===== src/common/icache_pkg.sv =====
package icache_pkg;

    // cache geometry
    localparam int NUM_WAYS   = 2;
    localparam int NUM_SETS   = 64;
    localparam int TAG_W      = 23;
    localparam int INDEX_W    = 6;
    localparam int OFFSET_W   = 3;
    localparam int WORD_W     = 32;
    localparam int LINE_W     = 64;

    // fetch side
    typedef logic [31:0]         fetch_addr_t;
    typedef logic [WORD_W-1:0]   fetch_word_t;

    // address fields, tag is bits 31..9, index 8..3
    typedef logic [TAG_W-1:0]    cache_tag_t;
    typedef logic [INDEX_W-1:0]  set_index_t;
    typedef logic [OFFSET_W-1:0] line_offset_t;

    // one line per way
    typedef logic [LINE_W-1:0]   cache_line_t;

    // line-aligned address toward memory
    typedef logic [31:0]         mem_addr_t;

    // held fetch request, same bit layout as the byte address
    typedef struct packed {
        cache_tag_t   tag;
        set_index_t   index;
        line_offset_t offset;
    } fetch_req_t;

    // controller states
    typedef enum logic [1:0] {
        IDLE    = 2'd0,
        LOOKUP  = 2'd1,
        MISS    = 2'd2,
        REPLACE = 2'd3
    } icache_state_e;

endpackage


===== src/source/fetch_req_buffer.sv =====
`timescale 1ns/1ps

module fetch_req_buffer
    import icache_pkg::*;
(
    input  logic        clk,
    input  logic        rst,
    input  logic        valid,
    input  fetch_addr_t addr,
    input  logic        idle,
    output logic        accept,
    output fetch_req_t  req,
    output set_index_t  in_index
);

    fetch_req_t addr_split;

    // address viewed as tag / index / offset
    assign addr_split = fetch_req_t'(addr);

    // only one request in flight, so take it only while idle
    assign accept = valid & idle;

    // data store reads at the incoming index on the accept edge
    assign in_index = addr_split.index;

    // held through lookup and refill
    always_ff @(posedge clk) begin
        if (rst) begin
            req <= '0;
        end else if (accept) begin
            req <= addr_split;
        end
    end

endmodule


===== config.mk =====
export PLATFORM = sky130hd
export DESIGN_NAME = fetch_req_buffer
export DESIGN_NICKNAME = d
export VERILOG_FILES = /design/src/common/icache_pkg.sv /design/src/source/fetch_req_buffer.sv
export SDC_FILE = /design/constraint.sdc
export NUM_CORES = 1
export LEC_CHECK = 0
export BUFFER_PORTS_ARGS = -buffer_cell sky130_fd_sc_hd__buf_2
export CAP_MARGIN = 10
export CELL_PAD_IN_SITES_DETAIL_PLACEMENT = 0
export CELL_PAD_IN_SITES_GLOBAL_PLACEMENT = 1
export CORE_UTILIZATION = 31
export CTS_BUF_LIST = sky130_fd_sc_hd__clkbuf_8
export CTS_CLUSTER_SIZE = 10
export DETAILED_ROUTE_END_ITERATION = 8
export PLACE_DENSITY_LB_ADDON = 0.1
export SKIP_CTS_REPAIR_TIMING = 1
export SYNTH_ARGS = -nofsm -noshare
export SYNTH_HDL_FRONTEND = slang
export SYNTH_SLANG_ARGS = --single-unit

===== constraint.sdc =====
create_clock -name clk -period 0.8 [get_ports clk]
set_input_delay 0.04 -clock clk [delete_from_list [all_inputs] [get_ports clk]]
set_output_delay 0.04 -clock clk [all_outputs]
set_load 0.02 [all_outputs]

# == Yosys cells after proc, flatten, opt, wreduce, memory -nomap -nowiden ==
# Index checks and enable logic that the tools add are counted.
# Widths: inputs -> output; s select.
# classes
n_bitwise,1
# op_table
operator,n
$and 1x1->1,1
# word_totals
register_bits,32
word_cells,4
out_inout_bits,39
inputBits,36

# == Longest topological paths before layout ==
# logic_depth
ltp_word,1
mapped_depth,4
ltp_nobuf,2

# == Worst setup path after synthesis ==
# No wires, ideal clock.
# synth_path
path_kind,reg-to-reg
startpoint,"reg, netlist name req[30]"
endpoint,reg req[30] (netlist bit)
setup_slack_ns,-0.032
arrival_time_ns,0.761
path_stages_with_launch,3
n_path_buf,0
period_less_slack_ns,0.832
required_ns,0.730
setup_ns,0.070
cell_sequence,dfxtp_1 > a21bo_2 > a21oi_1
# synth_rtl
item,line_no,source
to (signal assigned),fetch_req_buffer.sv:32,req <= addr_split;
to (decl),fetch_req_buffer.sv:12,"output fetch_req_t req,"

# == Worst setup path after layout ==
# layout_path
startpoint,reg req[12] (netlist bit)
endpoint,out req[12] (netlist bit)
# No word-level cell between the ends.

==> impl_metrics.csv <==
group,metric,value,unit
setup_path,crit_path_end_kind,"output port",
clocking,clock_sinks,32,
yosys,synthMuxAreaShare,0,%
global_route,met2_usage,22.7,%
outcome,violations,"negative hold slack",
setup_path,cp_data_required_time,0.76,ns
global_route,grt_max_degree,46,
outcome,status,"finished, violations left",
yosys,ys_ff_latch,32,
drt,first_iter_violations,64,
placement,hpwl,2400,um
global_route,grt_antenna_before_repair,0,
setup_path,rrSetupSlack,0.04,ns
floorplan,die_h,72.1,um
min_path,hp-class,"in2reg",
yosys,syn_area,1520,um2
yosys,synth_cell_types,11,
setup_path,cp.buffers_inverters,1,
setup_path,critPathArrivalTime,0.74,ns
yosys,ys_warn_count,0,
yosys,synth_cells,152,
sta,rsz0062_at_grt,"true",
yosys,synthSimpleGateAreaFrac,10.9,%
sta,final-hold-violation-count,4,
final_layout,regMostFlops,"req",
sta,worst_pin_slew,0.206,ns
clocking,clock_path_buffers,2,
sta,post-route-period-util,97.9,%
yosys,synth_compound_area_share,35.7,%
yosys,synthAdderAreaFrac,0,%
final_layout,nets,253,
sta,slew_headroom,86.2,%
global_route,busiest_layer,"met2",
flow_run,drv_cap,0,
pwr,internal_power,2.74,mW
drt,vias,1343,
yosys,ys_seq_area_share,42.1,%
sta,worst_slack,0.0172,ns
pwr,p_sw_share,27.2,%
clocking,cts_tree,"built",
sta,fmaxAchievable,1280,MHz
floorplan,die_x,72.1,um
pwr,switching_power,1.02,mW
sta,timing.hold.ws,-0.00305,ns
global_route,grtUsageTotal,13.9,%
yosys,syn_nets,188,
setup_path,crit_chain,"buf_6",
sta,finalCriticalPeriod,0.783,ns
floorplan,die-area,5200,um2
global_route,met3_usage,4.03,%
drt,wl,3620,um
placement,gp_congestion,0.694,
final_layout,areaGrowthSynthToFinish,48.6,%
floorplan,pin_count,75,
yosys,synth.top_cells.by_count,"dfxtp_1 (32), nand3_1 (32), a21bo_1 (27), a21oi_2 (17), a21oi_1 (15)",
yosys,avgSynthCellArea,10.0,um2
clocking,clk_pin_slew,0.07,ns
sta,tns,0,ns
floorplan,rows,25,
floorplan,start_util,32.2,%
placement,dp.cells,276,
pwr,ir_drop,0.000652,V
setup_path,cpMaxStageDelayCell,"dfxtp_2",
pwr,clkPwrFrac,34.2,%
setup_path,slowest_delay,0.34,ns
drt,viasPerCell,4.71,
sta,final_max_slew_viol_count,0,
yosys,synth_top_area_share,42.1,%
global_route,grt_pass1_wl,5530,um
final_layout,ff_latch_area,681,um2
yosys,async_flop_share,0,%
yosys,yosysTopAreaCell,"dfxtp_1",
yosys,synth_enable_flop_cells,0,
yosys,synth_xor_area_share,0,%
final_layout,nFillCells,447,
placement,port_buffers,74,
sta,skew,0,ns
global_route,use_met1,16.4,%
drt,drt_first_pass_iters,4,
floorplan,core,4720,um2
global_route,grt_pass1_vias,1240,
final_layout,drive_gt1_share,66.1,%
drt,ant_nets,0,
yosys,synthFlopType,"dfxtp_1",
clocking,clk_latency,0.28,ns
final_layout,num_antenna_cells,0,
global_route,gr-total-overflow,0,
setup_path,critPathLaunchType,"register",
setup_path,worstPathMaxFanout,2,
setup_path,critical_path_class,"reg2out",
clocking,cts-buffers-inserted,5,
final_layout,final_cells,285,
final_layout,top_regs,"req (32)",
placement,dpl_worst_slack,0.00683,ns
yosys,synth_area_leaders,"dfxtp_1 (42%), a21bo_1 (18%), nand3_1 (11%), a21oi_2 (9.8%), a21oi_1 (4.9%)",
clocking,cts-root-buf,"clkbuf_8",
sta,finalSetupViolations,0,
pwr,seq_power_share,46.0,%
pwr,p_comb_share,19.8,%
drt,wl_per_cell,12.7,um
drt,drc,0,
pwr,p_per_area,1660,nW/um2
clocking,htreeDepth,2,
final_layout,largest_reg_flops,32,
yosys,synth_top_family_by_area,"compound AO/OA/AOI/OAI gates",
final_layout,multiInputGateArea,718,um2
pwr,p_leak,0.950,nW
setup_path,crit_family,"flip-flops",
final timing paths:
check / start / cells past startpoint / endpoint
setup reg to reg: req[2]$_SDFFE_PP0P_ / 2 / req[2]$_SDFFE_PP0P_
hold / removal: addr[1] / 3 / req[1]$_SDFFE_PP0P_
hold reg to reg: req[5]$_SDFFE_PP0P_ / 2 / req[5]$_SDFFE_PP0P_
setup / recovery: req[12]$_SDFFE_PP0P_ / 1 / req[12]
layout make-up:
cell class | count | area share, %
Clock buffer | 6 | 3.65
Clock inverter | 2 | 0.442
Multi-Input combinational cell | 97 | 31.7
Sequential cell | 32 | 30.1
Tap cell | 67 | 3.70
Timing Repair Buffer | 81 | 30.4
cells by family after synthesis:
group	count (synthesis)
flops	32
simple gates	33
compound gates	64
buf+inv	23
per-layer routing:
metal	wire length [um]	part of all wire (%)
met5	0	0
met4	63	1.7
met3	210	5.8
met2	1670	46
met1	1670	46
power groups by stage:
stage | combinational (mW) | sequential (mW) | clock, mW
after floorplan | 0.349 | 1.84 | 0
after global placement | 0.642 | 1.75 | 0
after detailed placement | 0.660 | 1.75 | 0
after CTS | 0.661 | 1.71 | 1.32
after global routing | 0.804 | 1.74 | 1.37
final | 0.743 | 1.73 | 1.28
per-stage QoR:
| stage | total power, mW | instance area [um2] | util, % |
|---|---|---|---|
| floorplan | 2.19 | 1560 | - |
| global placement | 2.39 | 1950 | 41.4 |
| detailed placement | 2.41 | 1950 | 41.4 |
| CTS | 3.69 | 2050 | 43.3 |
| global route | 3.91 | 2260 | 47.9 |
| finish | 3.76 | 2260 | 47.9 |
placed cells by master (no fill, tap or decap), types with 2 or more instances in the layout:
cell type  Yosys  layout
buf_6          6      32
a21oi_1       15      13
nand3_1       32      32
a21bo_1       27      27
buf_12         0       5
clkbuf_8       0       6
clkinv_2       0       2
dfxtp_2        0      32
a21bo_2        5       5
buf_2          8      42
a21oi_2       17      19
Note: power is estimated with default switching activity, not from simulation.
