<file path="src/common/icache_pkg.sv">
package icache_pkg;

    // cache geometry
    localparam int NUM_WAYS   = 2;
    localparam int NUM_SETS   = 64;
    localparam int TAG_W      = 23;
    localparam int INDEX_W    = 6;
    localparam int OFFSET_W   = 3;
    localparam int WORD_W     = 32;
    localparam int LINE_W     = 64;

    // fetch side
    typedef logic [31:0]         fetch_addr_t;
    typedef logic [WORD_W-1:0]   fetch_word_t;

    // address fields, tag is bits 31..9, index 8..3
    typedef logic [TAG_W-1:0]    cache_tag_t;
    typedef logic [INDEX_W-1:0]  set_index_t;
    typedef logic [OFFSET_W-1:0] line_offset_t;

    // one line per way
    typedef logic [LINE_W-1:0]   cache_line_t;

    // line-aligned address toward memory
    typedef logic [31:0]         mem_addr_t;

    // held fetch request, same bit layout as the byte address
    typedef struct packed {
        cache_tag_t   tag;
        set_index_t   index;
        line_offset_t offset;
    } fetch_req_t;

    // controller states
    typedef enum logic [1:0] {
        IDLE    = 2'd0,
        LOOKUP  = 2'd1,
        MISS    = 2'd2,
        REPLACE = 2'd3
    } icache_state_e;

endpackage

</file>
<file path="src/icache/icache_tag_store.sv">
`timescale 1ns/1ps

module icache_tag_store
    import icache_pkg::*;
(
    input  logic                clk,
    input  logic                rst,
    input  logic                lookup,
    input  logic                replace,
    input  fetch_req_t          req,
    input  logic                victim_way,
    output logic [NUM_WAYS-1:0] way_hit
);

    logic [NUM_WAYS-1:0][NUM_SETS-1:0] valid_q;
    cache_tag_t                        tag_mem [NUM_WAYS][NUM_SETS];

    // valid bits, cleared on reset
    always_ff @(posedge clk) begin
        if (rst) begin
            valid_q <= '0;
        end else if (replace) begin
            valid_q[victim_way][req.index] <= 1'b1;
        end
    end

    // tags written together with the valid bit
    always_ff @(posedge clk) begin
        if (replace) begin
            tag_mem[victim_way][req.index] <= req.tag;
        end
    end

    // compare on the held index, only while looking up
    for (genvar w = 0; w < NUM_WAYS; w++) begin : g_compare
        assign way_hit[w] = lookup
                          & valid_q[w][req.index]
                          & (tag_mem[w][req.index] == req.tag);
    end

endmodule

</file>
<file path="config.mk">
export PLATFORM = sky130hd
export DESIGN_NAME = icache_tag_store
export DESIGN_NICKNAME = d
export VERILOG_FILES = /design/src/common/icache_pkg.sv /design/src/icache/icache_tag_store.sv
export SDC_FILE = /design/constraint.sdc
export NUM_CORES = 2
export LEC_CHECK = 0
export ABC_AREA = 1
export BUFFER_PORTS_ARGS = -buffer_cell sky130_fd_sc_hd__buf_2
export CORE_MARGIN = 1.5
export CORE_UTILIZATION = 60
export CTS_CLUSTER_SIZE = 40
export DETAILED_ROUTE_END_ITERATION = 7
export PLACE_DENSITY_LB_ADDON = 0.3
export SYNTH_ARGS = -nofsm -noshare
export SYNTH_HDL_FRONTEND = slang
export SYNTH_SLANG_ARGS = --single-unit
</file>
<file path="constraint.sdc">
create_clock -name clk -period 11.5 [get_ports clk]
set_input_delay 2.875 -clock clk [delete_from_list [all_inputs] [get_ports clk]]
set_output_delay 2.875 -clock clk [all_outputs]
set_load 0.02 [all_outputs]
</file>
* Word level (Yosys, flattened, before mapping)
Memories as Yosys holds them, arrays and structs flattened.
Cells that the tools add are included.
** Storage, ports and cells
- Bits in registers :: 128
- RAM bits :: 2944
- Input bits :: 37
- Output and inout bits :: 2
- Logic and storage cells :: 38
- Memories :: 1
** Cells by class
- Magnitude comparators :: 6
- Equality and inequality tests :: 2
- Muxes and demuxes :: 18
- Bitwise logic cells :: 6
- Reduce and logical (&&, ||, !) cells :: 3
** Memory list
- tag_mem :: depth 2, width 1472, rd ports 2, clocked after Yosys merged registers in 0, wr ports 1, line icache_tag_store.sv:16 : cache_tag_t tag_mem [NUM_WAYS][NUM_SETS];
** Operators by type and width (number)
- two-way mux 1472 bit :: 1
- binary-select mux 23 bit (select 6 bit) :: 2
- demux 23 bit (select 6 bit) :: 1
- OR 128 bit :: 1
- two-way mux 23 bit :: 5
- demux 64 bit (select 1 bit) :: 1
- two-way mux 64 bit :: 1
- equality test 23 bit :: 2
- binary-select mux 1 bit (select 6 bit) :: 2
- greater-or-equal comparator 7 bit, second input constant :: 1
- less-than comparator 6 x 7 -> 1 bit, second input constant :: 1
- less-than comparator 7 x 1 -> 1 bit, second input constant :: 1
- NOT 6 -> 7 bit :: 1
- demux 1 bit (select 6 bit) :: 1
- greater-or-equal comparator 6 x 1 -> 1 bit, second input constant :: 1
- bitwise AND 1 bit :: 4
- two-way mux 1 bit :: 4
- logical AND 1 bit :: 3
- less-than comparator 1 x 2 -> 1 bit, second input constant :: 1
- greater-or-equal comparator 1 bit, second input constant :: 1

* Depth between registers and ports, before layout
- Word-level depth :: 7
- Depth in mapped cells :: 21
- Depth with buffers taken out :: 18

* Least setup slack after synthesis
No wires, ideal clock.
- Path type :: input port to output port
- Start :: in req[4] (netlist bit)
- End :: out way_hit[0]
- Arrival :: 4.784 ns
- Data required time :: 8.625 ns
- Slack :: 3.841 ns
- Cell stages on the path :: 17
- Path buffers :: 3
- Cell sequence :: buf_2 -> inv_2 -> nor2_2 -> buf_2 -> buf_2 -> o21ai_0 -> o21ai_1 -> nor2_1 -> nand2_1 -> nand3_1 -> nand3_1 -> nand2_1 -> nand2_1 -> nand3_1 -> nor2_1 -> nand2_1 -> nor2_1
** Between the ends
- Cells in the longest elaborated chain, start to end :: 6
- Elaborated cells on any way between the ends :: 9
- Those cells by class :: 1 x eq/ne; 5 x mux; 3 x bitwise
** RTL lines
- start, declared :: line icache_tag_store.sv:10 : input fetch_req_t req,
- NOT 6 -> 7 bit (not written as such) :: line icache_tag_store.sv:38 : & (tag_mem[w][req.index] == req.tag);
- binary-select mux 23 bit (select 6 bit) :: line icache_tag_store.sv:38
- two-way mux 23 bit (not written as such) (2 in a row) :: line icache_tag_store.sv:38
- equality test 23 bit :: line icache_tag_store.sv:38
- bitwise AND 1 bit (*) :: line icache_tag_store.sv:38
- end, declared :: line icache_tag_store.sv:12 : output logic [NUM_WAYS-1:0] way_hit
Every way passes the cells marked *; elsewhere a longest branch is shown, timed or not. The select of a mux whose other input is x is not followed.

* Final worst setup path
- Start :: in req[3] (netlist bit)
- End :: out way_hit[0]
The elaborated chain is that of the path after synthesis.

==> results by group <==
Drt
  • Wire per inst: 24.9 um
  • Post-route ant nets: 0
  • Vias/cell: 5.93
  • First drt pass iteration count: 6
  • Post-detailed-route DRC marker count: 0
  • Routed via count: 86100
  • First-iteration detailed-routing DRC count: 12900
  • Overall routed net length: 361000 um

CTS
  • CTS clock-pin slew for the worst setup and hold paths: 60 ps
  • Root Driver: sky130_fd_sc_hd__clkbuf_16
  • Post-CTS setup buffer count: 0
  • Inserted Clock Buffers: 320
  • Clock latency of the later-clocked register in the worst-skew pair: 960 ps
  • Maximum buffer depth of the clock tree: 4
  • Number of clock sinks: 3072
  • CTS-repair resized insts: 0
  • Post-CTS Hold Buffers: 0
  • TritonCTS clock tree: built
  • Level count of the clock H-tree: 5

Worst hold path
  • Worst hold path type: flop to flop
  • Hold path depth: 2
  • Sink of the worst hold path: valid_q[66]$_SDFFE_PP0P_
  • Startpoint of the most critical hold path: valid_q[66]$_SDFFE_PP0P_

Global route
  • First-pass GRT wire length: 526000 um
  • Sum of overflow across all layers after global routing: 0
  • Via count of the first global-routing pass: 83200
  • Initial antenna violation count: 25
  • Maximum number of pins on one net before global-route repair: 171
  • Total global-route track usage: 33.9%

Floorplanning
  • Die X-Extent: 462 um
  • Effective utilization at floorplan: 60.3%
  • Row cnt: 168
  • Y dimension of the die: 462 um
  • Die Area: 0.213 mm^2
  • IO Count: 39
  • Floorplan Core Area: 0.209 mm^2

Power
  • Power density relative to cell area: 168 mW/mm^2
  • Leakage dissipation: 53.9 nW
  • Final total power: 23.6 mW
  • Maximum vdd ir drop: 0.000156 V

Finish
  • Number of inserted filler cells in the final layout: 14700
  • Highest-count cells in the layout ignoring fill and taps: 3611 x sky130_fd_sc_hd__nand2_1, 2944 x sky130_fd_sc_hd__edfxtp_1, 1215 x sky130_fd_sc_hd__nor2_1, 896 x sky130_fd_sc_hd__inv_1, 513 x sky130_fd_sc_hd__o21ai_0
  • Multi-input gate area in the final layout: 0.0298 mm^2
  • Commonest non-fill, non-tap cell in the layout: sky130_fd_sc_hd__nand2_1
  • Fraction of layout instances using a drive strength above 1: 8.98%
  • Final Net Count: 11500
  • Relative area change from synthesis to final layout: 11.2%
  • Non-filler cells in the finished layout: 14500
  • Area of all sequential standard cells: 0.0910 mm^2

Logic synthesis
  • Cell Area, Synth: 0.126 mm^2
  • Register bit total from synthesis: 3072
  • Instance count of the mapped netlist: 11400
  • Number of warnings printed during yosys synthesis: 0
  • Number of distinct library cell variants in the gate-level netlist after synthesis: 28
  • Average cell area after synthesis: 11.0 um^2
  • Nets in the synthesized netlist: 11500
  • Post-synthesis sequential area ratio: 72.1%

Place
  • Total instance count after detailed placement: 14000
  • Gp weighted congestion: 0.924
  • Buffers on Ports: 35
  • HPWL after detailed placement: 198000 um

Critical path
  • Worst Setup End Kind: primary output
  • Top fanout value on the critical path: 129
  • Launch point of the worst reg-to-reg path: valid_q[61]$_SDFFE_PP0P_
  • Endpoint required time on the critical path: 8630 ps
  • Crit Path Category: input pin to primary output
  • Number of cells on the worst reg-to-reg path: 2
  • FF-to-FF End: valid_q[61]$_SDFFE_PP0P_
  • Crit path launch type: input pin
  • Arrival @ worst endpoint: 7230 ps
  • Setup slack on the worst flop-to-flop path: 10850 ps

Timing
  • Final worst path period share: 87.9%
  • Fin. max-slew vios: 0
  • Highest clock frequency the design can meet: 0.0990 GHz
  • Tightest hold margin: 454 ps
  • Worst slew margin relative to its limit: 14.3%
  • Setup Total Neg Slack: 0 ps
  • Slew at the pin closest to its max-slew limit: 1280 ps
  • Post-layout minimum cycle time: 10100 ps
  • Count of endpoints failing setup in the final report: 0
  • Setup Skew: 0 ps
  • Unrepaired setup endpoints after global routing: no
  • Number of hold-slack violations in the final timing report: 0

Run
  • # Max-Cap Violations: 0

Status
  • Outcome: finished clean
## through the flow
stage	setup slack (ps)	utilization [%]	instance area, um^2
floorplan	3840	-	126000
global placement	1650	62.3	130000
detailed placement	1630	62.3	130000
CTS	1590	67.0	140000
global route	1230	67.0	140000
finish	1400	67.0	140000
## flip-flops by register name, summed over array words and instances (netlist names)
register / cells
tag_mem: 2944
valid_q: 128
## final cells by class
type	count	share of cell area, %
clock inverter	145	0.921
inverter	904	2.43
clock buffer	415	6.14
multi-input combinational	6871	21.2
tap	2805	2.50
antenna	9	0.0161
sequential	3072	64.8
timing repair buffer	305	1.89
## cell usage after synthesis, drive strengths merged
cell    instances  area, um^2
nand2        3613       13600
edfxtp       2944       88400
nor2         1278        4810
inv           902        3390
o21ai         693        3470
nand3         509        2550
buf           361        1790
a21oi         255        1280
clkbuf        232         871
o211ai        167        1250
or2           155         970
dfxtp         128        2560
nor3          103         515
nand4          40         250
o21ba          31         310
o22ai          17         106
nor4            7        43.8
nand3b          3        22.5
clkinv          2        7.51
## worst max-delay path: stages
cell                      delay (ps)
sky130_fd_sc_hd__buf_12          500
sky130_fd_sc_hd__inv_8           420
sky130_fd_sc_hd__buf_12          340
sky130_fd_sc_hd__nand2_1         100
sky130_fd_sc_hd__nand2_1          50
sky130_fd_sc_hd__nand2_1          50
sky130_fd_sc_hd__a21oi_1          80
sky130_fd_sc_hd__o21ai_0         600
sky130_fd_sc_hd__nand2_1         370
sky130_fd_sc_hd__nor2_1          610
sky130_fd_sc_hd__nand4_1         170
sky130_fd_sc_hd__nand2_1         120
sky130_fd_sc_hd__nand2_1          60
sky130_fd_sc_hd__nor2_1           90
sky130_fd_sc_hd__nand2_1          70
sky130_fd_sc_hd__nor2_1          150
sky130_fd_sc_hd__buf_4           200
sky130_fd_sc_hd__buf_2           180
## worst max-delay path by stage
stage	from	endpoint	slack (ps)
3_5_place_dp	req[5]	way_hit[0]	1630
3_3_place_gp	req[5]	way_hit[0]	1650
2_1_floorplan	req[4]	way_hit[0]	3840
6_report	req[3]	way_hit[0]	1400
4_1_cts	req[3]	way_hit[0]	1590
5_1_grt	req[3]	way_hit[0]	1230
## cell families after synthesis
family	synth area share, %
AOI/OAI and AO/OA	5.08
buffers and inverters	4.80
DFF	72.1
and+or+nand+nor	18.0
## where the power goes
group,total (mW),internal [mW],switching [mW],leakage [nW]
sequential,12.3,12.3,0.0102,27.5
combinational,1.34,0.290,1.05,21.5
clock,9.95,5.78,4.17,4.87
total,23.6,18.4,5.23,53.9
## metal layers
metal	vias to the layer above	GRT usage, %	part of all wire (%)
met5	-	0	0.017
met4	10	18.3	5.6
met3	916	7.10	13
met2	5615	52.3	45
met1	41300	45.7	36
li1	38300	-	-
Note: power is estimated with default switching activity, not from simulation.
