### src/common/icache_pkg.sv
package icache_pkg;

    // cache geometry
    localparam int NUM_WAYS   = 2;
    localparam int NUM_SETS   = 64;
    localparam int TAG_W      = 23;
    localparam int INDEX_W    = 6;
    localparam int OFFSET_W   = 3;
    localparam int WORD_W     = 32;
    localparam int LINE_W     = 64;

    // fetch side
    typedef logic [31:0]         fetch_addr_t;
    typedef logic [WORD_W-1:0]   fetch_word_t;

    // address fields, tag is bits 31..9, index 8..3
    typedef logic [TAG_W-1:0]    cache_tag_t;
    typedef logic [INDEX_W-1:0]  set_index_t;
    typedef logic [OFFSET_W-1:0] line_offset_t;

    // one line per way
    typedef logic [LINE_W-1:0]   cache_line_t;

    // line-aligned address toward memory
    typedef logic [31:0]         mem_addr_t;

    // held fetch request, same bit layout as the byte address
    typedef struct packed {
        cache_tag_t   tag;
        set_index_t   index;
        line_offset_t offset;
    } fetch_req_t;

    // controller states
    typedef enum logic [1:0] {
        IDLE    = 2'd0,
        LOOKUP  = 2'd1,
        MISS    = 2'd2,
        REPLACE = 2'd3
    } icache_state_e;

endpackage

### src/source/refill_port.sv
`timescale 1ns/1ps

module refill_port
    import icache_pkg::*;
(
    input  logic        clk,
    input  logic        rst,
    input  logic        miss,
    input  fetch_req_t  req,
    input  cache_line_t ret_data,
    output logic        rd_req,
    output mem_addr_t   rd_addr,
    output cache_line_t refill_line,
    output logic        victim_way
);

    logic way_toggle;

    // one read per miss, memory answers in the same cycle
    assign rd_req  = miss;
    assign rd_addr = {req.tag, req.index, {OFFSET_W{1'b0}}};

    // free-running pseudo-random way pick
    always_ff @(posedge clk) begin
        if (rst) begin
            way_toggle <= 1'b0;
        end else begin
            way_toggle <= ~way_toggle;
        end
    end

    // victim fixed at the refill, held through REPLACE
    always_ff @(posedge clk) begin
        if (rst) begin
            victim_way <= 1'b0;
        end else if (rd_req) begin
            victim_way <= way_toggle;
        end
    end

    // miss line buffer
    always_ff @(posedge clk) begin
        if (rd_req) begin
            refill_line <= ret_data;
        end
    end

endmodule

### config.mk
export PLATFORM = sky130hd
export DESIGN_NAME = refill_port
export DESIGN_NICKNAME = d
export VERILOG_FILES = /design/src/common/icache_pkg.sv /design/src/source/refill_port.sv
export SDC_FILE = /design/constraint.sdc
export NUM_CORES = 1
export LEC_CHECK = 0
export BUFFER_PORTS_ARGS = -buffer_cell sky130_fd_sc_hd__buf_2
export CORE_MARGIN = 1
export CORE_UTILIZATION = 33
export CTS_CLUSTER_SIZE = 24
export DETAILED_ROUTE_END_ITERATION = 8
export PLACE_DENSITY = 0.75
export SLEW_MARGIN = 20
export SYNTH_ARGS = -nofsm -noshare
export SYNTH_HDL_FRONTEND = slang
export SYNTH_SLANG_ARGS = --single-unit
### constraint.sdc
create_clock -name clk -period 0.8 [get_ports clk]
set_clock_uncertainty 0.2 [all_clocks]
set_input_delay 0.08 -clock clk [delete_from_list [all_inputs] [get_ports clk]]
set_output_delay 0.08 -clock clk [all_outputs]
set_load 0.01 [all_outputs]
* After elaboration in Yosys (flattened, before gate mapping) *
Cells that the tools add are included.

cells by class
  $add $sub $neg = 0
  divide/modulo/power cells = 0
  reductions and logical operators = 0
  shift-type cells = 0
  muxes and demuxes = 0
  $mul = 0
  bitwise gates (word level) = 1
  order comparisons = 0
  equal/unequal tests = 0

operator list
  cell       number
  $not 1->1  1

storage, ports and cells
  bits in read-only memories = 0
  memories = 0
  output and inout port bits = 98
  latch bits = 0
  bits in registers = 66
  bits in writable memories = 0
  input bits = 99

* Longest topological paths before layout *
Gate-level depths: netlist of run 1.

  depth after elaboration = 1
  gate-level depth with buffers = 2
  mapped depth without buffers = 2

* Worst setup path before layout of run 1 *
OpenSTA, ideal clock, no wires.

  path kind = reg2reg
  start point = reg victim_way (netlist name)
  end point = reg victim_way
  period minus slack after synthesis = 0.790 ns
  cell stages (with the launch flop) = 3
  library setup time = 0.114 ns
  buffers on the path = 0
  setup slack = 0.010 ns
  data required time = 0.486 ns
  arrival time = 0.476 ns
  cells stage by stage = dfxtp_1 -> mux2i_1 -> nor2_1

RTL lines
  item                  RTL line           RTL
  end signal, assigned  refill_port.sv:37  victim_way <= way_toggle;
  end, declared         refill_port.sv:14  output logic victim_way

* Worst setup path after layout of run 1 *
  start point = reg refill_line[48]
  end point = out refill_line[48]

RTL lines
  item                    RTL line           RTL
  start, declared         refill_port.sv:13  output cache_line_t refill_line,
  start signal, assigned  refill_port.sv:44  refill_line <= ret_data;

No word-level cell between the ends.

==> results of run 1 <==
-- cell usage in the layout (no fill, tap or decap) --
master / synthesis / layout
clkinv_2: 0 / 2
conb_1: 1 / 3
bufbuf_16: 0 / 1
buf_12: 0 / 2
buf_4: 33 / 4
dfxtp_1: 2 / 1
nor2_1: 2 / 2
edfxtp_1: 64 / 64
clkbuf_8: 0 / 9
buf_2: 0 / 129
mux2i_1: 1 / 1
buf_6: 0 / 2
dfxtp_2: 0 / 1
clkinv_1: 0 / 3
clkbuf_1: 0 / 2
dlygate4sd3_1: 0 / 1
-- per-layer routing --
layer  wire length (um)  up-vias  global-route usage
met5                  0        -                   0
met4                171        0              0.1066
met3                513       23             0.07670
met2               2530       99              0.2303
met1               1525      570              0.1218
li1                   -      578                   -
-- power by group through the flow --
stage	combinational (mW)	sequential (mW)	clock (mW)
2_1_floorplan	0.177	4.39	0
3_3_place_gp	0.652	4.22	0
3_5_place_dp	0.665	4.23	0
4_1_cts	0.707	4.16	2.30
5_1_grt	0.752	4.18	2.41
6_report	0.702	4.15	2.23
-- flip-flops by register name, summed over array words and instances, names as in the netlist --
name,count
way_toggle,1
refill_line,64
victim_way,1
-- worst min-delay path by stage --
stage,from,endpoint,slack [ps],cells past startpoint
floorplan,rst,way_toggle,-50,1
global placement,req[26],rd_addr[26],-40,0
detailed placement,req[26],rd_addr[26],-40,0
CTS,ret_data[37],refill_line[37],-300,1
global route,ret_data[39],refill_line[39],-310,1
finish,ret_data[23],refill_line[23],-280,1
-- cell families (layout without fill, tap and decap cells) --
logic type / after synthesis / count (layout) / synth area share
DFF: 66 / 66 / 0.8794
buffers and inverters: 33 / 155 / 0.1110
muxes: 1 / 1 / 0.004487
and+or+nand+nor: 2 / 2 / 0.003366
other: 1 / 3 / 0.001681
-- cell usage after synthesis (all sizes together) --
cell type,number,area (sq um)
nor2,2,7.510
dfxtp,2,40.04
mux2i,1,10.01
buf,33,247.7
conb,1,3.750
edfxtp,64,1922
-- final cells by class --
| class | count | area, sq um | share of cell area |
|---|---|---|---|
| sequential | 66 | 1963 | 0.6497 |
| timing repair buffer | 139 | 780.7 | 0.2584 |
| clock buffer | 11 | 131.4 | 0.04348 |
| tap | 77 | 96.34 | 0.03188 |
| multi-input combinational | 6 | 28.78 | 0.009524 |
| clock inverter | 5 | 21.27 | 0.007039 |
-- metrics by stage --
stage          hold slack (ps)  TNS, ps  total power [mW]  worst slack [ps]  std cells
6_report                -278.1   -20220             7.087            -343.3        304
5_1_grt                 -307.5   -23650             7.345            -393.4        304
4_1_cts                 -304.4   -22240             7.167            -375.8        304
3_5_place_dp            -39.93   -10530             4.897            -187.3        283
3_3_place_gp            -39.93    -9752             4.873            -177.8        283
2_1_floorplan           -53.31        0             4.563             9.674        105
-- what timing repair did --
action	4_1_cts	5_1_grt
setup buffers	3	0
resized for setup	2	3
endpoints found under the setup margin	66	67
hold endpoints to repair	98	96
gates cloned	1	0
==> flow_summary.json, run 1 <==
{
  "timing.rr.start": "victim_way",
  "slew_viol_final": 0,
  "endpoint": "refill_line[48]",
  "die_x_um": 84.22,
  "path_depth": 1,
  "rows": 29,
  "die_h_um": 84.22,
  "critical_path_buf_inv_count": 1,
  "ctsHoldBuffers": 1,
  "ys_warn_count": 0,
  "grt_pass1_wl_um": 6837,
  "startpoint": "refill_line[48]",
  "min_period_over_period": 1.429,
  "wirelength_um": 4741,
  "vias": 1270,
  "ys_seq_area_frac": 0.8794,
  "setup_viol": 65,
  "clkLatencyLatePin_ps": 330,
  "rsz0062_at_grt": "yes",
  "start_util": 0.3474,
  "cp.required_ps": 520,
  "switching_power_mw": 1.570,
  "final_area_sq_mm": 0.003022,
  "hold_viol": 96,
  "violations": "DRC, hold timing, setup timing",
  "p_leak_nw": 1.324,
  "cp_max_fo": 1,
  "clockBufferDepth": 2,
  "ir_drop_uv": 1325,
  "outcome": "finished, violations left",
  "max_clock_freq_ghz": 0.8747,
  "layout.nets": 321,
  "synth_area_sq_mm": 0.002231,
  "drv_cap": 0,
  "globalRouteOverflowTotal": 0,
  "worstPathArrival_ps": 860,
  "ys_types": 6,
  "cts_tree": "built",
  "n_antenna_cell": 0,
  "r2r_cells": 2,
  "htree_levels": 3,
  "layout_setup_ws_ps": -343.3,
  "criticalPathCategory": "reg2out",
  "hold-worst-slack_ps": -278.1,
  "io_pins": 197,
  "numCtsBuffers": 9,
  "first_pass_iters": 6,
  "drt_iter0_drc": 61,
  "fill_cells": 577,
  "fin_util": 0.4705,
  "syn_area_per_cell_sq_um": 21.66,
  "drc": 31,
  "path_cells": "buf_2",
  "layout-drive-gt1-share": 0.6608,
  "root_buffer": "clkbuf_8",
  "place.port_buffers": 132,
  "gp_congestion": 0.6990,
  "critPathSlowestCell": "edfxtp_1",
  "critical-path-max-stage-delay_ps": 380,
  "pwr-share-comb": 0.099,
  "internal_power_mw": 5.517,
  "r2r-end": "victim_way",
  "p_clk_frac": 0.315,
  "wl_per_cell_um": 15.60,
  "antenna_left": 0,
  "antenna_found_initial": 0,
  "area_growth_pct": 35.45,
  "coreArea_sq_mm": 0.006422,
  "cp-end-kind": "output port",
  "start_kind": "register",
  "dpl_cell_area_sq_mm": 0.002788,
  "cts_sinks": 66,
  "grt_pass1_vias": 1347,
  "hold_class": "in2reg",
  "power_density_mw_per_mm2": 2345,
  "worst_path_dominant_cell_family": "flip-flops",
  "grt_start_max_net_pins": 29,
  "p_seq_frac": 0.586,
  "grt_usage": 0.1373,
  "synth-seq-cells": 66,
  "post_drt_via_cell_ratio": 4.178,
  "post-route-min-period_ps": 1143,
  "switching_share": 0.2215,
  "die_area_sq_mm": 0.007093,
  "cts.clk_slew.worst_paths_ps": 70,
  "r2r_slack_ps": 0,
  "synth_cells": 103
}
Power figures use the tool's default switching activity.
==> run 2, diff against run 1 <==
CELL_PAD_IN_SITES_DETAIL_PLACEMENT = 0   (was unset)
CELL_PAD_IN_SITES_GLOBAL_PLACEMENT = 1   (was unset)
CORE_UTILIZATION = 25   (was 33)
PLACE_DENSITY = unset   (was 0.75)
PLACE_DENSITY_LB_ADDON = 0.1   (was unset)
==> flow_summary.json, run 2 (synthesis results as in run 1) <==
{
  "drt_iter0_drc": 40,
  "gp_congestion": 0.6534,
  "antenna_left": 0,
  "start_kind": "register",
  "register_area_sq_mm": 0.001963,
  "cts.clk_slew.worst_paths_ps": 80,
  "grt.busiest_layer": "met2",
  "outcome": "finished, violations left",
  "grtUsageMet1": 0.1095,
  "total_power_mw": 7.585,
  "drv_cap": 0,
  "globalRouteOverflowTotal": 0,
  "start_util": 0.2571,
  "die_area_sq_mm": 0.009306,
  "largest_register": "refill_line",
  "post_drt_via_cell_ratio": 3.909,
  "path_cells": "buf_2",
  "grt_pass1_vias": 1330,
  "die_x_um": 96.47,
  "die_h_um": 96.47,
  "coreArea_sq_mm": 0.008678,
  "grt_pass1_wl_um": 6775,
  "layout_setup_ws_ps": -349.4,
  "antenna_found_initial": 1,
  "first_pass_iters": 3,
  "hold_class": "in2reg",
  "max_clock_freq_ghz": 0.8700,
  "layout_commonest_cell": "buf_2",
  "criticalPathCategory": "reg2out",
  "io_pins": 197,
  "place.detailed.hpwl_um": 3649,
  "wirelength_um": 4955,
  "vias": 1325,
  "slew_viol_final": 0,
  "rows": 34,
  "setup_tns_ps": -20620,
  "grt_start_max_net_pins": 32,
  "p_leak_nw": 1.351,
  "ir_drop_uv": 1038,
  "critPathSlowestCell": "edfxtp_1",
  "cts_tree": "built",
  "multi_input_area_sq_um": 28.78,
  "setup_viol": 71,
  "layout.nets": 324,
  "reg_top3": "refill_line: 64 flops, victim_way: 1 flops, way_toggle: 1 flops",
  "fill_cells": 871,
  "hold_viol": 87,
  "worst_path_dominant_cell_family": "flip-flops",
  "clockBufferDepth": 2,
  "htree_levels": 3,
  "critical_path_buf_inv_count": 1,
  "cp-end-kind": "output port",
  "layout-drive-gt1-share": 0.6609,
  "power_density_mw_per_mm2": 2412,
  "clkLatencyLatePin_ps": 320,
  "grt_usage": 0.1051,
  "worstPathArrival_ps": 870,
  "post-route-min-period_ps": 1149,
  "drc": 0,
  "cts_sinks": 66,
  "wl_per_cell_um": 14.62,
  "min_period_over_period": 1.437,
  "area_growth_pct": 40.94,
  "place.port_buffers": 132,
  "rsz0062_at_grt": "yes",
  "layout_common_cells": "129 x buf_2, 64 x edfxtp_1, 9 x clkbuf_8",
  "largest_register_ffs": 64,
  "numCtsBuffers": 9,
  "cp_max_fo": 1,
  "hold-worst-slack_ps": -282.3,
  "violations": "hold timing, setup timing",
  "grt_use_met2": 0.1532,
  "cp.required_ps": 520,
  "root_buffer": "clkbuf_8",
  "met3_usage": 0.06025,
  "critical-path-max-stage-delay_ps": 380
}
[run 2: changes by cell type in the layout (fill, tap and decap cells not counted)]
cell / before / now
clkinv_2: 2 / 3
inv_6: 0 / 1
clkinv_1: 3 / 0
diode_2: 0 / 1
clkbuf_1: 2 / 0
buf_6: 2 / 3
clkinvlp_4: 0 / 2
bufinv_16: 0 / 1
dlygate4sd3_1: 1 / 7
buf_4: 4 / 0
[run 2: path summary, 6_finish.rpt]
check / start / endpoint / slack, ps / depth (start not counted)
setup / recovery: refill_line[11] / refill_line[11] / -350 / 1
hold / removal: ret_data[62] / refill_line[62] / -280 / 1
setup reg to reg: victim_way / victim_way / -10 / 2
hold reg to reg: way_toggle / way_toggle / 210 / 1
[run 2: timing repair]
item | CTS | global route
gates cloned | 1 | 0
pin swaps | 0 | 0
endpoints found under the hold margin | 95 | 92
setup buffers | 1 | 0
endpoints found under the setup margin | 66 | 68
resized for setup | 2 | 2
hold buffers | 2 | 5
[run 2: report_power, final]
part / total (mW) / switching, mW / internal (mW)
Combinational: 0.720 / 0.365 / 0.355
Clock: 2.72 / 1.28 / 1.43
Sequential: 4.15 / 0.0624 / 4.09
[run 2: stage by stage]
step           utilization  worst slack, ps  instance area, sq um  cells
2_1_floorplan            -            9.674                  2238    105
3_3_place_gp        0.3257           -186.2                  2826    314
3_5_place_dp        0.3257           -207.4                  2826    314
4_1_cts             0.3557           -382.5                  3087    334
5_1_grt             0.3620           -405.7                  3142    338
6_report            0.3623           -349.4                  3144    339
[run 2: final cells by class]
cell class,instances,share of cell area
flip-flops and latches,66,0.6244
multi-input cells,6,0.009152
well taps,108,0.04298
clock inverters,7,0.02189
diodes,1,0.0007959
clock buffers,9,0.03940
repair buffers,142,0.2614
[run 2: layer usage]
layer  up-vias  routed length (um)
met2       100                2326
met3        31                 685
met5         -                   0
li1        585                   -
met4         0                 225
met1       609                1717
