<file path="src/common/icache_pkg.sv">
package icache_pkg;

    // cache geometry
    localparam int NUM_WAYS   = 2;
    localparam int NUM_SETS   = 64;
    localparam int TAG_W      = 23;
    localparam int INDEX_W    = 6;
    localparam int OFFSET_W   = 3;
    localparam int WORD_W     = 32;
    localparam int LINE_W     = 64;

    // fetch side
    typedef logic [31:0]         fetch_addr_t;
    typedef logic [WORD_W-1:0]   fetch_word_t;

    // address fields, tag is bits 31..9, index 8..3
    typedef logic [TAG_W-1:0]    cache_tag_t;
    typedef logic [INDEX_W-1:0]  set_index_t;
    typedef logic [OFFSET_W-1:0] line_offset_t;

    // one line per way
    typedef logic [LINE_W-1:0]   cache_line_t;

    // line-aligned address toward memory
    typedef logic [31:0]         mem_addr_t;

    // held fetch request, same bit layout as the byte address
    typedef struct packed {
        cache_tag_t   tag;
        set_index_t   index;
        line_offset_t offset;
    } fetch_req_t;

    // controller states
    typedef enum logic [1:0] {
        IDLE    = 2'd0,
        LOOKUP  = 2'd1,
        MISS    = 2'd2,
        REPLACE = 2'd3
    } icache_state_e;

endpackage

</file>
<file path="src/icache/icache_ctrl.sv">
`timescale 1ns/1ps

module icache_ctrl
    import icache_pkg::*;
(
    input  logic                       clk,
    input  logic                       rst,
    input  logic                       accept,
    input  logic [NUM_WAYS-1:0]        way_hit,
    input  cache_line_t [NUM_WAYS-1:0] way_lines,
    input  fetch_req_t                 req,
    output logic                       idle,
    output logic                       lookup,
    output logic                       miss,
    output logic                       replace,
    output logic                       data_ok,
    output fetch_word_t                rdata
);

    icache_state_e state;
    icache_state_e next_state;
    logic          cache_hit;
    fetch_word_t   way_word [NUM_WAYS];

    assign cache_hit = |way_hit;

    // state decodes
    assign idle    = (state == IDLE);
    assign lookup  = (state == LOOKUP);
    assign miss    = (state == MISS);
    assign replace = (state == REPLACE);

    always_comb begin
        next_state = state;
        case (state)
            IDLE: begin
                if (accept) begin
                    next_state = LOOKUP;
                end
            end
            LOOKUP: begin
                // a miss goes out to memory, a hit is done here
                if (cache_hit) begin
                    next_state = IDLE;
                end else begin
                    next_state = MISS;
                end
            end
            MISS: begin
                next_state = REPLACE;
            end
            REPLACE: begin
                next_state = IDLE;
            end
            default: begin
                next_state = IDLE;
            end
        endcase
    end

    always_ff @(posedge clk) begin
        if (rst) begin
            state <= IDLE;
        end else begin
            state <= next_state;
        end
    end

    // upper or lower word of each way by offset bit 2
    for (genvar w = 0; w < NUM_WAYS; w++) begin : g_word_sel
        assign way_word[w] = req.offset[2] ? way_lines[w][LINE_W-1:WORD_W]
                                           : way_lines[w][WORD_W-1:0];
    end

    // at most one way hits, so or-ing the masked words is enough
    always_comb begin
        rdata = '0;
        for (int w = 0; w < NUM_WAYS; w++) begin
            if (way_hit[w]) begin
                rdata = rdata | way_word[w];
            end
        end
    end

    // way_hit is already zero outside lookup
    assign data_ok = lookup & cache_hit;

endmodule

</file>
<file path="config.mk">
export PLATFORM = sky130hd
export DESIGN_NAME = icache_ctrl
export DESIGN_NICKNAME = d
export VERILOG_FILES = /design/src/common/icache_pkg.sv /design/src/icache/icache_ctrl.sv
export SDC_FILE = /design/constraint.sdc
export NUM_CORES = 1
export LEC_CHECK = 0
export ABC_AREA = 1
export BUFFER_PORTS_ARGS = -buffer_cell sky130_fd_sc_hd__buf_2
export CAP_MARGIN = 20
export CORE_AREA = 8 8 76 95
export DETAILED_ROUTE_END_ITERATION = 12
export DIE_AREA = 0 0 84 103
export PLACE_DENSITY = 0.73
export SETUP_SLACK_MARGIN = 0.3
export SYNTH_ARGS = -nofsm -noshare
export SYNTH_HDL_FRONTEND = slang
export SYNTH_SLANG_ARGS = --single-unit
</file>
<file path="constraint.sdc">
create_clock -name clk -period 2 [get_ports clk]
set_input_delay 0.1 -clock clk [delete_from_list [all_inputs] [get_ports clk]]
set_output_delay 0.1 -clock clk [all_outputs]
set_load 0.01 [all_outputs]
</file>
* Yosys cells after proc, flatten, opt, wreduce, memory -nomap -nowiden *
Index checks and enable logic that the tools add are counted.
Widths: inputs -> output; s select.

word-level totals
  bits in registers = 2
  input port bits = 165
  output and inout bits = 37
  word-level logic and storage cells = 16

operators by class
  equal/unequal tests = 4
  multiplexer cells = 7
  bitwise gates (word level) = 2
  reduce and logical (&&, ||, !) cells = 2

operators by type and width
  kind                number
  $mux 32             4
  $or 32x32->32       1
  $pmux 2 s4          1
  $eq 2x2->1 const B  2
  $mux 2              2
  $eq 2x1->1 const B  1
  $logic_not 2->1     1
  $ne 2x2->1 const B  1
  $reduce_or 2->1     1
  $and 1x1->1         1

* Depth between registers and ports, before layout *
Gate-level depths: netlist of the first run.

  word-level depth = 4
  depth in mapped cells = 6
  depth with buffers taken out = 4

* Worst setup path after synthesis of the first run *
OpenSTA, ideal clock, no wires.

  path type = register to register
  from = reg state[0]
  to = reg (tool-made name)
  library setup time = 0.070 ns
  arrival = 0.773 ns
  data required time = 1.930 ns
  path slack = 1.157 ns
  stages on the path, launching flop included = 5
  path buffers = 0
  clock period less this slack = 0.843 ns
  path through = dfxtp_1 -> inv_2 -> nor2_1 -> nand2_1 -> a21oi_1

RTL lines
  what                      line               text
  start: declaration        icache_ctrl.sv:20  icache_state_e state;
  start signal: assignment  icache_ctrl.sv:65  state <= next_state;

* Final worst setup path of the first run *
  from = in req[2] (netlist name)
  to = out rdata[18]

on the way
  word-level cells in the longest chain between the ends = 4
  elaborated cells between the ends (all ways) = 5
  classes of those cells = mux: 4; bitwise: 1

RTL lines
  what                line               text
  start: declaration  icache_ctrl.sv:11  input fetch_req_t req,
  $mux 32             icache_ctrl.sv:71  assign way_word[w] = req.offset[2] ? way_lines[w][LINE_W-1:WORD_W]
  $mux 32             icache_ctrl.sv:79  if (way_hit[w]) begin
  $or 32x32->32       icache_ctrl.sv:80  rdata = rdata | way_word[w];
  $mux 32 *           icache_ctrl.sv:79
  end: declaration    icache_ctrl.sv:17  output fetch_word_t rdata

Every way passes the cells marked *; elsewhere a longest branch is shown, timed or not.

==> results of run 1 <==
logic make-up (layout without fill, tap and decap cells):
kind of cell	after synthesis	count (layout)
AOI/OAI and AO/OA	1	1
DFF	2	2
buffers and inverters	89	243
and+or+nand+nor	233	233
path summary, 6_finish.rpt:
path | slack, ns | startpoint | end | depth (start not counted)
worst min register to register | 0.51 | state[0] | state[0] | 1
worst min-delay path | 0.07 | rst | flip-flop | 2
worst max-delay path | 0.66 | req[2] | rdata[18] | 6
worst max register to register | 1.21 | state[0] | flip-flop | 4
layer usage:
layer / global-route usage [%] / part of all wire, % / vias to the layer above
met5: 0 / 0 / -
met2: 24.3 / 51 / 89
met1: 14.6 / 42 / 963
met3: 3.40 / 6.6 / 4
met4: 2.00 / 0.55 / 0
li1: - / - / 1261
area by class of cell:
class / count / area share, %
Clock buffer: 3 / 1.65
Sequential cell: 2 / 1.60
Timing Repair Buffer: 173 / 35.5
Tap cell: 66 / 3.30
Multi-Input combinational cell: 234 / 47.9
Inverter: 67 / 10.1
synth_stat cells (4+ instances only):
cell type                  count  area [um^2]
sky130_fd_sc_hd__buf_6         7         78.8
sky130_fd_sc_hd__buf_2         8         40.0
sky130_fd_sc_hd__clkbuf_1      4         15.0
sky130_fd_sc_hd__or2_1        44          275
sky130_fd_sc_hd__or2_0        20          125
sky130_fd_sc_hd__nand3_2      10          100
sky130_fd_sc_hd__nand3_1      54          270
sky130_fd_sc_hd__nand2_2      10         62.6
sky130_fd_sc_hd__inv_1        66          248
sky130_fd_sc_hd__nand2_1      89          334
sky130_fd_sc_hd__nor2_1        4         15.0
power by group:
group          leakage [nW]  total, mW  switching (mW)  internal, mW
logic                  1.61      0.477           0.239         0.238
registers            0.0164     0.0449         0.00266        0.0423
clock network        0.0216      0.154          0.0275         0.127
per-stage QoR:
stage / cell area (um^2) / worst slack (ns) / std cells / hold WS [ns] / power (mW)
after floorplan: 1660 / 1.16 / 325 / 0.169 / 0.329
after global placement: 2460 / 0.697 / 542 / 0.278 / 0.517
after detailed placement: 2460 / 0.666 / 542 / 0.282 / 0.529
after CTS: 2500 / 0.666 / 545 / 0.0665 / 0.689
after global routing: 2500 / 0.516 / 545 / 0.0668 / 0.753
final: 2500 / 0.659 / 545 / 0.0692 / 0.677
==> results.yml, run 1 <==
run_status:
  outcome: "completed"
route:
  final_antenna_net_count: 0
  via_count: 2317
  drt-vias-per-instance: 4.25
  drt_iter0_drc: 52
  route.final.wire_length_um: 6210
  wl_per_cell_um: 11.4
  first_pass_iters: 4
  remaining_drc_errors: 0
synth:
  synthesis.area_um2: 1660
  synth_compound_area_share_pct: 0.301
  flip_flop_and_latch_count_after_synthesis: 2
  yosys-mux-area-fraction_pct: 0
  synth_flop_cell: "sky130_fd_sc_hd__dfxtp_1"
  mappedNetlistNets: 490
  syn-mean-instance-area_um2: 5.11
  yosys.area_share.simple_pct: 71.8
  ys_seq_area_share_pct: 2.41
  adder_cell_share_of_the_synthesized_area_pct: 0
  syn-instance-count: 325
  synth_xor_area_share_pct: 0
  yosysWarningCount: 0
  synth_edf_count: 0
  synth.distinct_cells: 17
  largest_family_of_logic_cells_by_synthesized_area: "simple AND/OR/NAND/NOR gates"
  async_flop_share_pct: 0
cells_and_area:
  multi_input_area_um2: 1200
  layout.nets: 646
  layout.cells.most_common_list: "sky130_fd_sc_hd__buf_2, sky130_fd_sc_hd__nand2_1, sky130_fd_sc_hd__inv_1"
  register_area_um2: 40.0
  diodes: 0
  most_common_cell_after_layout_fill_and_taps_aside: "sky130_fd_sc_hd__buf_2"
  area_growth_pct: 50.6
  fin_util_pct: 43.9
  drive_above_1_share_pct: 41.1
  nFillCells: 631
cts:
  post-cts-setup-buffer-count: 0
  clock_tree_root: "sky130_fd_sc_hd__clkbuf_8"
  numCtsBuffers: 3
  hold_buffers: 0
  clock-sinks: 2
  clk_pin_slew_worst_paths_ns: 0.03
  cts_tree: "yes"
  ctsLongestPathBuffers: 2
  cts_htree_levels: 1
  cts_resized: 0
  clock_latency_ns: 0.21
timing:
  timing.final.max_slew_violations: 0
  fin_tns_setup_ns: 0
  worst_tran_pin_value_ns: 0.656
  slew_headroom_pct: 56.3
  hold_violations: 0
  fin_skew_ns: 0.000460
  achievable-frequency_mhz: 746
  timing.final.crit_share_pct: 67.0
  rsz0062_at_grt: "no"
  finalSetupViolations: 0
  fin_crit_period_ns: 1.34
die:
  die_h_um: 103
  row_count: 31
  die_area_um2: 8650
  initial_core_util_pct: 29.1
  core_region_area_um2: 5700
  die_w_um: 84
  top_level_port_count: 202
power_and_ir_drop:
  power_per_cell_area_nw_per_um2: 271
  power.static_leakage_nw: 1.65
  vdd_drop_max_mv: 0.303
critical_path:
  worst-endpoint-required_ns: 1.90
  master_of_the_slowest_instance_on_the_critical_path: "sky130_fd_sc_hd__buf_12"
  arrival_time_at_the_worst_endpoint_ns: 1.24
  setup_cp_type: "in -> out"
  crit_path_max_incr_delay_ns: 0.33
  endpoint_kind: "primary output"
  critPathTopFamily: "buffers and inverters"
  critical_path.cell_chain: "buf_4 -> buf_12 -> or2_0 -> nand3_1 -> nand2_1 -> buf_2"
  setup.worst_path.start_class: "input pin"
  cp_num_buf_inv: 3
  critical_path_peak_fanout: 86
global_route:
  grt_start_max_net_pins: 87
  grt_first_pass_wirelength_um: 9720
  global_route.overflow_total: 0
  first_global_vias: 2171
  grt_use_total_pct: 13.0
  grt_antenna_before_repair: 0
place:
  gp_routability_congestion: 0.783
  post-dp-hpwl_um: 5120
  port-buffer-count: 170
run:
  max_cap_viol_count: 0
min_path:
  holdCritPathClass: "in -> reg"
(Power assumes the default switching activity.)
==> inputs of run 2 (changes only) <==
Clock period 2 ns to 1.25 ns, I/O delays scaled along.
==> run 2 against run 1 <==
Net effect:
- cell area up 8.0%
- clock-buffer cell count unchanged
- sequential power up 60%
- global-route usage down 0.066 points
- combinational power up 77%
- worst setup slack worse by 0.39 ns
- sequential share of layout area up 0.067 points
- via count up 3.2%
- worst hold slack worse by 0.045 ns
- largest cell class unchanged
==> results.yml, run 2 (synthesized netlist as in run 1, its figures left out) <==
power_and_ir_drop:
  vdd_drop_max_mv: 1.00
  power_switching_share_pct: 39.2
  totalPowerFinal_mw: 1.17
  power.static_leakage_nw: 1.74
  pwr-share-clk_pct: 21.4
  internal_power_mw: 0.709
  p_sw_mw: 0.458
  power_per_cell_area_nw_per_um2: 432
  seqPwrFrac_pct: 6.2
  power.combinational.fraction_pct: 72.5
critical_path:
  rr_startpoint: "state[0]"
  setup.worst_path.start_class: "flip-flop"
  ff2ff_path_depth: 4
  endpoint_kind: "primary output"
  worst-endpoint-required_ns: 1.19
  critical_path_peak_fanout: 3
  r2r_setup_slack_ns: 0.48
  setup_cp_type: "reg -> out"
  arrival_time_at_the_worst_endpoint_ns: 0.92
place:
  gp_routability_congestion: 0.754
  minimum_setup_slack_after_placement_ns: 0.288
  placedInstanceArea_um2: 2510
  post-dp-hpwl_um: 5310
  port-buffer-count: 170
route:
  final_antenna_net_count: 0
  via_count: 2390
  drt_iter0_drc: 65
  wl_per_cell_um: 12.2
  drt-vias-per-instance: 4.32
  route.final.wire_length_um: 6760
  remaining_drc_errors: 0
  first_pass_iters: 4
cts:
  clk_pin_slew_worst_paths_ns: 0.03
  clock_latency_ns: 0.21
  numCtsBuffers: 3
  clock-sinks: 2
  ctsLongestPathBuffers: 2
  cts_htree_levels: 1
  cts_tree: "yes"
  clock_tree_root: "sky130_fd_sc_hd__clkbuf_8"
timing:
  fin_crit_period_ns: 0.979
  slew_headroom_pct: 82.6
  fin_skew_ns: 0.00224
  fin_tns_setup_ns: 0
  hold_violations: 0
  timing.final.max_slew_violations: 0
  worst_tran_pin_value_ns: 0.260
  postLayoutSetupSlackWorst_ns: 0.271
  finalSetupViolations: 0
  achievable-frequency_mhz: 1020
  rsz0062_at_grt: "yes"
  timing.final.crit_share_pct: 78.3
cells_and_area:
  layout.cells.most_common_list: "sky130_fd_sc_hd__buf_2, sky130_fd_sc_hd__nand2_1, sky130_fd_sc_hd__inv_1"
  diodes: 0
  most_common_cell_after_layout_fill_and_taps_aside: "sky130_fd_sc_hd__buf_2"
  nFillCells: 584
  post-route-cell-area_um2: 2700
  layout.nets: 654
  area_growth_pct: 62.7
  fin_util_pct: 47.4
  drive_above_1_share_pct: 42.9
die:
  die_area_um2: 8650
  die_h_um: 103
  initial_core_util_pct: 29.1
  die_w_um: 84
  core_region_area_um2: 5700
  row_count: 31
  top_level_port_count: 202
global_route:
  grt_start_max_net_pins: 60
  first_global_vias: 2217
  grt_use_total_pct: 12.9
  grt_first_pass_wirelength_um: 9670
  grt_antenna_before_repair: 0
  global_route.overflow_total: 0
min_path:
  holdCritPathClass: "in -> reg"
  hold_path_depth: 2
  hold_path.startpoint: "rst"
run:
  max_cap_viol_count: 0
run_status:
  outcome: "completed"
## run 2: per-stage QoR
stage / cells / hold slack, ns
floorplan: 325 / 0.132
global placement: 545 / 0.239
detailed placement: 545 / 0.246
CTS: 548 / 0.0254
global route: 553 / 0.0308
finish: 553 / 0.0237
## run 2: worst max-delay path by stage
stage | endpoint | cells past startpoint | from
finish | data_ok | 3 | state[0]
global placement | rdata[30] | 5 | way_hit[0]
detailed placement | rdata[30] | 5 | way_hit[0]
global route | data_ok | 3 | state[0]
floorplan | flip-flop | 4 | state[0]
CTS | rdata[2] | 6 | req[2]
## run 2: layout make-up
cell class,count,area (um^2),area share [%]
well taps,66,82.6,3.06
flip-flops and latches,2,45.0,1.67
multi-input cells,234,1210,44.9
inverters,67,254,9.40
clock buffers,3,41.3,1.53
repair buffers,181,1060,39.4
## run 2: what timing repair did
| action | in CTS | in global routing |
|---|---|---|
| setup buffers | 0 | 1 |
| hold buffers | 0 | 0 |
| gates cloned | 0 | 4 |
| pin swaps | 0 | 3 |
| setup endpoints to repair | 8 | 35 |
| resized for setup | 4 | 8 |
## run 2: layer usage
metal | track usage [%] | share of wire [%]
met1 | 13.6 | 40
met2 | 25.7 | 53
met3 | 3.40 | 6.7
met4 | 1.20 | 0.47
met5 | 0 | 0
## run 2: power groups by stage
stage               Combinational, mW  Sequential [mW]  Clock (mW)
finish                          0.846           0.0720       0.249
global route                    0.944           0.0727       0.261
CTS                             0.798           0.0724       0.253
detailed placement              0.792           0.0724           0
global placement                0.773           0.0722           0
floorplan                       0.454           0.0715           0
## run 2: critical path, cell delays in order, from the launching register on
cell,delay (ns)
sky130_fd_sc_hd__dfxtp_4,0.35
sky130_fd_sc_hd__inv_4,0.04
sky130_fd_sc_hd__nor3_4,0.16
sky130_fd_sc_hd__buf_2,0.15
==> inputs of run 3 (changes only) <==
Clock period 1.25 ns to 1 ns, I/O delays scaled along.
==> run 3 against run 2 <==
Net effect:
- worst hold slack worse by 0.020 ns
- critical path type unchanged
- die area stayed put
- clock-buffer cell count stayed put
- utilization is 11 points higher
- register-to-register slack worse by 0.24 ns
- critical path depth is 1 higher
==> results.yml, run 3 (synthesized netlist as in run 1, its figures left out) <==
cts:
  cts_tree: "yes"
  numCtsBuffers: 3
  ctsLongestPathBuffers: 2
  clock-sinks: 2
  cts_htree_levels: 1
  clk_pin_slew_worst_paths_ns: 0.03
  clock_tree_root: "sky130_fd_sc_hd__clkbuf_8"
  clock_latency_ns: 0.21
timing:
  worst_tran_pin_value_ns: 0.195
  fin_tns_setup_ns: 0
  fin_crit_period_ns: 0.929
  fin_skew_ns: 0.000251
  rsz0062_at_grt: "yes"
  slew_headroom_pct: 87.0
  timing.final.max_slew_violations: 0
  hold_violations: 0
  finalSetupViolations: 0
  timing.final.crit_share_pct: 92.9
  achievable-frequency_mhz: 1080
place:
  gp_routability_congestion: 0.783
  post-dp-hpwl_um: 5230
  port-buffer-count: 170
  post-place-cells: 546
cells_and_area:
  final_cell_count_no_fill: 568
  layout.cells.most_common_list: "sky130_fd_sc_hd__buf_2, sky130_fd_sc_hd__nand2_1, sky130_fd_sc_hd__inv_1"
  drive_above_1_share_pct: 51.4
  area_growth_pct: 99.8
  diodes: 0
  nFillCells: 535
  layout.nets: 669
  most_common_cell_after_layout_fill_and_taps_aside: "sky130_fd_sc_hd__buf_2"
die:
  die_h_um: 103
  row_count: 31
  die_w_um: 84
  die_area_um2: 8650
  core_region_area_um2: 5700
  initial_core_util_pct: 29.1
  top_level_port_count: 202
global_route:
  grt_antenna_before_repair: 0
  grt_start_max_net_pins: 34
  global_route.overflow_total: 0
  grt_use_total_pct: 16.1
  first_global_vias: 2554
  grt_first_pass_wirelength_um: 11700
min_path:
  holdCritPathClass: "in -> reg"
route:
  first_pass_iters: 4
  wl_per_cell_um: 13.6
  drt-vias-per-instance: 4.44
  final_antenna_net_count: 0
  drt_iter0_drc: 63
  remaining_drc_errors: 0
  via_count: 2524
  route.final.wire_length_um: 7720
power_and_ir_drop:
  power.static_leakage_nw: 2.00
  vdd_drop_max_mv: 0.693
  power_per_cell_area_nw_per_um2: 542
critical_path:
  critical_path_peak_fanout: 4
  setup_cp_type: "reg -> out"
  setup.worst_path.start_class: "flip-flop"
  worst-endpoint-required_ns: 0.95
  arrival_time_at_the_worst_endpoint_ns: 0.88
  endpoint_kind: "primary output"
run_status:
  outcome: "completed"
run:
  max_cap_viol_count: 0
==> run 3: repair_timing <==
| item | 4_1_cts | 5_1_grt |
|---|---|---|
| setup buffers | 3 | 1 |
| pin swaps | 60 | 27 |
| hold endpoints to repair | 0 | 0 |
| hold buffers | 0 | 0 |
| gates cloned | 12 | 3 |
| gates resized for setup | 47 | 28 |
| setup endpoints to repair | 39 | 38 |
==> run 3: area by class of cell <==
class | count | area (um^2) | area share (%)
timing repair buffer | 196 | 1540 | 46.4
multi-input combinational | 234 | 1350 | 40.8
inverter | 67 | 254 | 7.66
tap | 66 | 82.6 | 2.49
sequential | 2 | 47.5 | 1.43
clock buffer | 3 | 41.3 | 1.24
==> run 3: final timing paths <==
path / start / to / slack [ns] / cells after the start
max: state[0] / replace / 0.07 / 4
max reg2reg: state[0] / flip-flop / 0.24 / 4
min reg2reg: state[0] / state[0] / 0.45 / 1
min: rst / flip-flop / 0.004 / 2
==> run 3: metrics by stage <==
| stage | total power [mW] | worst slack (ns) | instance area, um^2 | hold slack (ns) | util [%] |
|---|---|---|---|---|---|
| after floorplan | 0.676 | 0.250 | 1700 | 0.119 | - |
| after global placement | 1.07 | 0.0311 | 2530 | 0.226 | 44.5 |
| after detailed placement | 1.10 | 0.0325 | 2530 | 0.229 | 44.5 |
| after CTS | 1.72 | 0.0657 | 3110 | 0.00406 | 54.6 |
| after global routing | 1.95 | 0.0208 | 3320 | 0.0126 | 58.2 |
| final | 1.80 | 0.0713 | 3320 | 0.00385 | 58.2 |
==> run 3: power breakdown <==
part	internal, mW	switching, mW	leakage, nW	total, mW
Clock	0.255	0.0644	0.0216	0.319
Combinational	0.778	0.611	1.96	1.39
Sequential	0.0822	0.00711	0.0178	0.0893
==> run 3: metal layers <==
layer  track usage (%)  part of all wire, %  up-vias
met5                 0                    0        -
met4              2.40                 0.51        0
met3              3.00                  6.1        4
met2              32.5                   55       98
met1              16.9                   38     1109
li1                  -                    -     1313
==> run 3: worst max-delay path, cell delays in order (launching register included) <==
cell and delay [ns]:
sky130_fd_sc_hd__dfxtp_4 0.35, sky130_fd_sc_hd__buf_6 0.11, sky130_fd_sc_hd__nand2_1 0.05, sky130_fd_sc_hd__inv_1 0.03
sky130_fd_sc_hd__buf_2 0.12
